===== src/trace_pkg.sv =====
package trace_pkg;

    //////////////////////////////
    // Packet geometry
    //////////////////////////////

    // Dwords held in one stored packet
    localparam int PACKET_DWORDS  = 4;
    // Bits that pick a dword inside a packet
    localparam int DWORD_SEL_BITS = 2;

    //////////////////////////////
    // Retire trace record
    //////////////////////////////

    // One retired instruction as seen at the core trace port
    typedef struct packed {
        logic        valid;
        logic [31:0] insn;
        logic [31:0] address;
        logic        exception;
        logic [4:0]  ecause;
        logic        interrupt;
        logic [31:0] tval;
    } retire_rec_t;

    //////////////////////////////
    // Stored packet
    //////////////////////////////

    // Info dword, exception summary in the low bits
    typedef struct packed {
        logic [24:0] reserved;
        logic        interrupt;
        logic [4:0]  ecause;
        logic        exception;
    } trace_info_t;

    // Last member sits in the low bits, so insn is dword 0
    typedef struct packed {
        trace_info_t info;
        logic [31:0] tval;
        logic [31:0] address;
        logic [31:0] insn;
    } trace_packet_t;

endpackage


===== src/trace_regs_pkg.sv =====
package trace_regs_pkg;

    //////////////////////////////
    // Wishbone classic bus
    //////////////////////////////

    // Master to slave, held stable until ack or err
    typedef struct packed {
        logic        cyc;
        logic        stb;
        logic        we;
        logic [7:0]  adr;
        logic [31:0] dat;
    } wb_req_t;

    // Slave to master, one-cycle answer
    typedef struct packed {
        logic        ack;
        logic        err;
        logic [31:0] dat;
    } wb_rsp_t;

    //////////////////////////////
    // Register map
    //////////////////////////////

    // Byte offsets of the trace registers
    typedef enum logic [7:0] {
        REG_STATUS    = 8'h00,
        REG_CONFIG    = 8'h04,
        REG_WRITE_PTR = 8'h08,
        REG_READ_PTR  = 8'h0C,
        REG_DATA      = 8'h10,
        REG_CONTROL   = 8'h14
    } reg_off_e;

    // STATUS register fields
    localparam int STATUS_VALID_BIT   = 0;
    localparam int STATUS_WRAPPED_BIT = 1;

endpackage


===== src/trace_wb_regs.sv =====
`timescale 1ns/1ps

module trace_wb_regs #(
    parameter int  NUM_ENTRIES = 64,
    localparam int PTR_W       = $clog2(NUM_ENTRIES),
    localparam int DWORD_PTR_W = PTR_W + trace_pkg::DWORD_SEL_BITS
) (
    input  logic                    clk,
    input  logic                    rst_b,
    input  logic                    debug_en,
    input  trace_regs_pkg::wb_req_t wb_req,
    output trace_regs_pkg::wb_rsp_t wb_rsp,
    input  logic [PTR_W-1:0]        wr_ptr,
    input  logic                    valid_data,
    input  logic                    wrapped,
    input  logic [31:0]             rd_dword,
    output logic [DWORD_PTR_W-1:0]  rd_dword_ptr,
    output logic                    capture_en
);

    // Decoded offset
    trace_regs_pkg::reg_off_e off;
    // Request seen for the first time
    logic req_new;
    // Decode results
    logic        hit;
    logic        writable;
    logic        bad;
    logic        wr_ok;
    logic [31:0] rd_data;
    // Registered response
    logic        rsp_ack;
    logic        rsp_err;
    logic [31:0] rsp_dat;

    //////////////////////////////
    // Request detect
    //////////////////////////////

    // Skip the cycle where this access is already being answered
    assign req_new = wb_req.cyc && wb_req.stb && !(rsp_ack || rsp_err);

    assign off = trace_regs_pkg::reg_off_e'(wb_req.adr);

    //////////////////////////////
    // Decode and read mux
    //////////////////////////////

    always_comb begin
        rd_data  = '0;
        hit      = 1'b1;
        writable = 1'b0;
        case (off)
            trace_regs_pkg::REG_STATUS: begin
                rd_data[trace_regs_pkg::STATUS_VALID_BIT]   = valid_data;
                rd_data[trace_regs_pkg::STATUS_WRAPPED_BIT] = wrapped;
            end
            // Depth counted in dwords
            trace_regs_pkg::REG_CONFIG:
                rd_data = 32'(NUM_ENTRIES * trace_pkg::PACKET_DWORDS);
            // Entry index turned into a dword index
            trace_regs_pkg::REG_WRITE_PTR:
                rd_data = 32'(wr_ptr) << trace_pkg::DWORD_SEL_BITS;
            trace_regs_pkg::REG_READ_PTR: begin
                rd_data  = 32'(rd_dword_ptr);
                writable = 1'b1;
            end
            trace_regs_pkg::REG_DATA:
                rd_data = rd_dword;
            trace_regs_pkg::REG_CONTROL: begin
                rd_data  = {31'b0, capture_en};
                writable = 1'b1;
            end
            default:
                hit = 1'b0;
        endcase
    end

    // Unknown offset, read-only write or no debug mode
    assign bad   = !debug_en || !hit || (wb_req.we && !writable);
    assign wr_ok = req_new && !bad && wb_req.we;

    //////////////////////////////
    // Response and control regs
    //////////////////////////////

    always_ff @(posedge clk or negedge rst_b) begin
        if (!rst_b) begin
            rsp_ack      <= 1'b0;
            rsp_err      <= 1'b0;
            rd_dword_ptr <= '0;
            capture_en   <= 1'b0;
        end else begin
            rsp_ack <= req_new && !bad;
            rsp_err <= req_new && bad;
            // Writes land on the same edge as the ack
            if (wr_ok && off == trace_regs_pkg::REG_READ_PTR) begin
                rd_dword_ptr <= wb_req.dat[DWORD_PTR_W-1:0];
            end
            if (wr_ok && off == trace_regs_pkg::REG_CONTROL) begin
                capture_en <= wb_req.dat[0];
            end
        end
    end

    // Read data, zero on an error answer
    always_ff @(posedge clk) begin
        if (req_new) begin
            rsp_dat <= bad ? '0 : rd_data;
        end
    end

    assign wb_rsp = '{ack: rsp_ack, err: rsp_err, dat: rsp_dat};

    a_ack_err_exclusive: assert property (
        @(posedge clk) disable iff (!rst_b)
        !(wb_rsp.ack && wb_rsp.err)
    );

    // Every answer belongs to a request open one cycle earlier
    a_rsp_follows_req: assert property (
        @(posedge clk) disable iff (!rst_b)
        (wb_rsp.ack || wb_rsp.err) |-> $past(wb_req.cyc && wb_req.stb)
    );

endmodule

===== config.mk =====
export PLATFORM = sky130hd
export DESIGN_NAME = trace_wb_regs
export DESIGN_NICKNAME = d
export VERILOG_FILES = /design/src/trace_pkg.sv /design/src/trace_regs_pkg.sv /design/src/trace_wb_regs.sv
export SDC_FILE = /design/constraint.sdc
export NUM_CORES = 1
export LEC_CHECK = 0
export BUFFER_PORTS_ARGS = -buffer_cell sky130_fd_sc_hd__buf_2
export CORE_AREA = 2 2 84 106
export DETAILED_ROUTE_END_ITERATION = 16
export DIE_AREA = 0 0 86 108
export GPL_ROUTABILITY_DRIVEN = 0
export SLEW_MARGIN = 20
export SYNTH_ARGS = -nofsm -noshare
export SYNTH_HDL_FRONTEND = slang
export SYNTH_SLANG_ARGS = --single-unit

===== constraint.sdc =====
create_clock -name clk -period 3.5 [get_ports clk]
set_input_delay 0.35 -clock clk [delete_from_list [all_inputs] [get_ports clk]]
set_output_delay 0.35 -clock clk [all_outputs]
set_load 0.05 [all_outputs]

### Yosys cells after proc, flatten, opt, wreduce, memory -nomap -nowiden

Index checks and enable logic that the tools add are counted.

| storage, ports and cells | value |
|---|---|
| input bits | 86 |
| flip-flop bits (word level) | 43 |
| memories | 0 |
| latch bits | 0 |
| ROM bits | 0 |
| word-level logic and storage cells | 33 |
| memory bits (writable) | 0 |
| output and inout bits | 43 |

| cells by class | value |
|---|---|
| $lt $le $gt $ge | 0 |
| divide/modulo/power cells | 0 |
| equality and inequality tests | 5 |
| multipliers | 0 |
| muxes and demuxes | 4 |
| add/subtract/negate cells | 0 |
| bitwise gates (word level) | 0 |
| reduce and logical (&&, ||, !) cells | 19 |
| shifts and indexed selects | 0 |

Operators with widths:

| cell | number |
|---|---|
| 30-bit case mux with 4 select lines | 1 |
| 8-bit by 4-bit equality test with 1-bit output, second input constant | 2 |
| 8-bit by 5-bit equality test with 1-bit output, second input constant | 2 |
| 8-bit by 3-bit equality test with 1-bit output, second input constant | 1 |
| 1-bit logical AND | 8 |
| 8-bit zero test | 1 |
| 2-bit case mux with 4 select lines | 1 |
| 6-bit OR reduction | 1 |
| 1-bit zero test | 5 |
| 1-bit logical OR | 3 |
| 1-bit 2-to-1 mux | 2 |
| 2-bit OR reduction | 1 |

### Depth between registers and ports, before layout

| logic depth | value |
|---|---|
| word-level depth | 10 |
| gate-level depth with buffers | 6 |
| gate-level depth less buffers | 5 |

### Least setup slack after synthesis

No wires, ideal clock.

| timing path | value |
|---|---|
| path type | reg2reg |
| start | reg rsp_err |
| end | reg rd_dword_ptr[0] |
| slack | 1.813 ns |
| data required time | 3.372 ns |
| clock period less this slack | 1.687 ns |
| path buffers | 0 |
| cell stages (with the launch flop) | 6 |
| arrival time | 1.559 ns |
| setup time | 0.128 ns |
| path through | dfrtp_1 nor2_1 nand3_1 inv_2 nand3_4 mux2_1 |

| between the ends | value |
|---|---|
| longest elaborated chain between the ends | 6 |

RTL lines:

| element | line | source |
|---|---|---|
| from (decl) | trace_wb_regs.sv:33 | `logic rsp_err;` |
| from (signal assigned) | trace_wb_regs.sv:95 | `rsp_err <= req_new && bad;` |
| 1-bit logical OR | trace_wb_regs.sv:41 | `assign req_new = wb_req.cyc && wb_req.stb && !(rsp_ack \|\| rsp_err);` |
| 1-bit zero test | trace_wb_regs.sv:41 |  |
| 1-bit logical AND | trace_wb_regs.sv:41 |  |
| named net req_new | trace_wb_regs.sv:24 | `logic req_new;` |
| 1-bit logical AND (2 in a row) | trace_wb_regs.sv:81 | `assign wr_ok = req_new && !bad && wb_req.we;` |
| 1-bit logical AND | trace_wb_regs.sv:97 | `if (wr_ok && off == trace_regs_pkg::REG_READ_PTR) begin` |
| to (signal assigned) | trace_wb_regs.sv:98 | `rd_dword_ptr <= wb_req.dat[DWORD_PTR_W-1:0];` |
| to (decl) | trace_wb_regs.sv:17 | `output logic [DWORD_PTR_W-1:0] rd_dword_ptr,` |

The timed path passes the listed nets, and every way through them passes these cells.
A chain may end at the register's enable or synchronous reset.

### Worst setup path in the final report

| timing path | value |
|---|---|
| start | reg rsp_err |
| end | reg rd_dword_ptr[7] |

The elaborated chain is that of the path after synthesis.

==> results.sh <==
export IMPL_outcome="complete, no violations"
export IMPL_nFillCells=846
export IMPL_wl_met3_um=295
export IMPL_cp_slowest_stage_delay_ns=0.59
export IMPL_hold_viol=0
export IMPL_cts_sinks=43
export IMPL_criticalPathCategory="flip-flop to flip-flop"
export IMPL_synth_cell_type_count=39
export IMPL_fin_area_mm2=0.00268
export IMPL_drt_met1_wl_mm=1.91
export IMPL_placed_area_mm2=0.00259
export IMPL_rows=37
export IMPL_crit_path_end_kind="flip-flop"
export IMPL_p_total_w=0.000957
export IMPL_drt_drc_violations_left=0
export IMPL_netlist_top_cells_area="edfxtp_1 48%, dfrtp_1 14%, and2_1 7.2%"
export IMPL_fin_skew_ns=0.00236
export IMPL_die_h_um=108
export IMPL_worstSkewPairLatency_ns=0.28
export IMPL_synth_avg_cell_area_um2=13.7
export IMPL_core_mm2=0.00819
export IMPL_grt_pass1_vias=1498
export IMPL_clkTransAtPathRegs_ns=0.08
export IMPL_antenna_cells=0
export IMPL_viasPerCell=4.38
export IMPL_synth_seq_cells=43
export IMPL_crit_end="rd_dword_ptr[7]"
export IMPL_max_clock_freq_mhz=496
export IMPL_grt_usage_pct=10.1
export IMPL_start_kind="flip-flop"
export IMPL_yosysWarnings=0
export IMPL_grt_pass1_wl_mm=7.23
export IMPL_cts_resized=0
export IMPL_critPathBufInv=1
export IMPL_worstPathCellList="nor2_1 > nand3_1 > inv_2 > nand3_4 > mux2_1"
export IMPL_synth_top_area_cell="edfxtp_1"
export IMPL_worstRegToRegCells=5
export IMPL_start_util_pct=24.5
export IMPL_die_w_um=86
export IMPL_portBuffers=104
export IMPL_totalWireLength_mm=4.72
export IMPL_root_buffer="clkbuf_8"
export IMPL_wl_met2_mm=2.45
export IMPL_fin_nets=335
export IMPL_dieArea_mm2=0.00929
export IMPL_seq_area_frac_synth_pct=61.6
export IMPL_p_leak_nw=1.29
export IMPL_drive_gt1_share_pct=51.2
export IMPL_highest_layer="met4"
export IMPL_hold_class="input port to flip-flop"
export IMPL_cts_tree="done"
export IMPL_antenna_left=0
export IMPL_syn_nets=232
export IMPL_synth_top_area_share_pct=47.9
export IMPL_grt_max_degree=35
export IMPL_crit_start="rsp_err"
export IMPL_synth_cells=146
export IMPL_period_share_pct=57.5
export IMPL_htree_levels=2
export IMPL_max_vdd_ir_drop_mv=0.129
export IMPL_area_growth_pct=33.5
export IMPL_io_pins=129
export IMPL_path_max_fanout=34
export IMPL_r2r_slack_ns=1.49
export IMPL_setup_tns_ns=0
export IMPL_routedWlPerCell_um=13.6
export IMPL_cp_num_cells=5
export IMPL_overflow=0
export IMPL_powerDensity_mw_per_mm2=357
export IMPL_drv_cap=0
export IMPL_r2r_start="rsp_err"
export IMPL_rsz0062_at_grt="no"
export IMPL_finalCriticalPeriod_ns=2.01
export IMPL_antenna_found_initial=0
export IMPL_crit_arrival_ns=2.19
export IMPL_hold_worst_slack_ns=0.271
export IMPL_slew_headroom_pct=50.5
export IMPL_cp_required_ns=3.67
export IMPL_maxSlewViolCount=0
export IMPL_dpl_hpwl_mm=3.68
export IMPL_syn_area_mm2=0.00201
export IMPL_clk_path_buf_depth=2
export IMPL_vias=1519
export IMPL_tightest_slew_ns=0.742
export IMPL_r2r_end="rd_dword_ptr[7]"
export IMPL_cts_inserted_buffers=5
export IMPL_drt_first_pass_iters=4
export IMPL_cpMaxStageDelayCell="inv_2"
export IMPL_critPathTopFamily="buffers and inverters"
export IMPL_drtIter0Drc=59
export IMPL_final_setup_viol_count=0
==> layout make-up <==
type | count | area (um^2) | share of cell area, %
sequential | 43 | 1240 | 46.1
multi-input combinational | 91 | 698 | 26.1
timing repair buffer | 105 | 531 | 19.8
tap | 97 | 121 | 4.53
clock buffer | 7 | 76.3 | 2.85
inverter | 3 | 11.3 | 0.420
clock inverter | 1 | 5.00 | 0.187
==> sequential cells by signal, summed over array words and instances, names as in the netlist <==
| signal | flops |
|---|---|
| rd_dword_ptr | 8 |
| rsp_err | 1 |
| capture_en | 1 |
| rsp_ack | 1 |
| rsp_dat | 32 |
==> per-stage QoR <==
stage	std cells	setup slack, ns	util [%]
floorplan	146	1.81	-
global placement	338	1.46	31.6
detailed placement	338	1.43	31.6
CTS	347	1.41	32.7
global route	347	1.30	32.7
finish	347	1.49	32.7
==> how the worst min path moves through the flow <==
stage,startpoint,endpoint,slack [ns],cells after the start
6_report,wb_req[6],rd_dword_ptr[6],0.27,2
5_1_grt,wb_req[4],rd_dword_ptr[4],0.26,2
4_1_cts,wb_req[1],rd_dword_ptr[1],0.26,2
3_5_place_dp,rst_b,rd_dword_ptr[4],0.24,1
3_3_place_gp,rst_b,rd_dword_ptr[4],0.24,1
2_1_floorplan,rst_b,capture_en,0.05,0
==> cells by family after synthesis <==
group | Yosys count | share of synthesized area, %
AND/OR/NAND/NOR | 57 | 19.1
multiplexers | 17 | 9.41
buffers and inverters | 12 | 3.62
flip-flops | 43 | 61.6
AO/OA/AOI/OAI | 17 | 6.24
==> report_power, final <==
part	switching, W	internal [W]
logic	0.0000608	0.0000402
registers	0.00000171	0.000552
clock network	0.000161	0.000140
==> layer usage <==
layer / vias up / GRT usage, %
met2: 69 / 18.0
met3: 8 / 2.67
li1: 735 / -
met5: - / 0
met1: 707 / 11.7
met4: 0 / 3.06
==> Yosys cell counts <==
cell type  count
a211oi_1       1
a21oi_1        2
a22oi_1        7
a31oi_1        1
and2_1        23
and3_1         3
and4_1         1
and4_4         1
buf_1          1
buf_2          1
buf_4          5
buf_6          1
clkbuf_1       1
dfrtp_1       11
edfxtp_1      32
inv_1          2
inv_2          1
mux2_1         9
mux2_2         6
mux2i_1        2
nand2_1        3
nand2b_1       1
nand2b_2       1
nand3_1        4
nand3_4        1
nor2_1        10
nor2_2         1
nor2b_1        1
nor3_2         1
nor3b_2        1
nor4_2         2
nor4b_4        1
o211ai_1       1
o21ai_0        2
o21ai_2        1
o21ai_4        1
o22ai_1        1
or3_1          1
or4b_1         1
==> placed cells by master, fill, tap and decap left out, drive strengths merged, types with 2 or more instances in the layout <==
cell type,synthesis,routed
mux2,15,15
nand2b,2,2
nand3,5,5
nand2,3,3
a22oi,7,7
edfxtp,32,32
and3,3,3
nor2,11,11
nor4,2,2
and2,23,23
buf,8,104
and4,2,2
clkbuf,1,7
mux2i,2,2
inv,3,3
a21oi,2,2
dfrtp,11,11
o21ai,4,4
==> repair_timing <==
item / in CTS / in global routing
endpoints found under the setup margin: 0 / 0
hold buffers: 1 / 0
endpoints found under the hold margin: 11 / 0
buffers inserted: 0 / 0
Note: power is estimated with default switching activity, not from simulation.
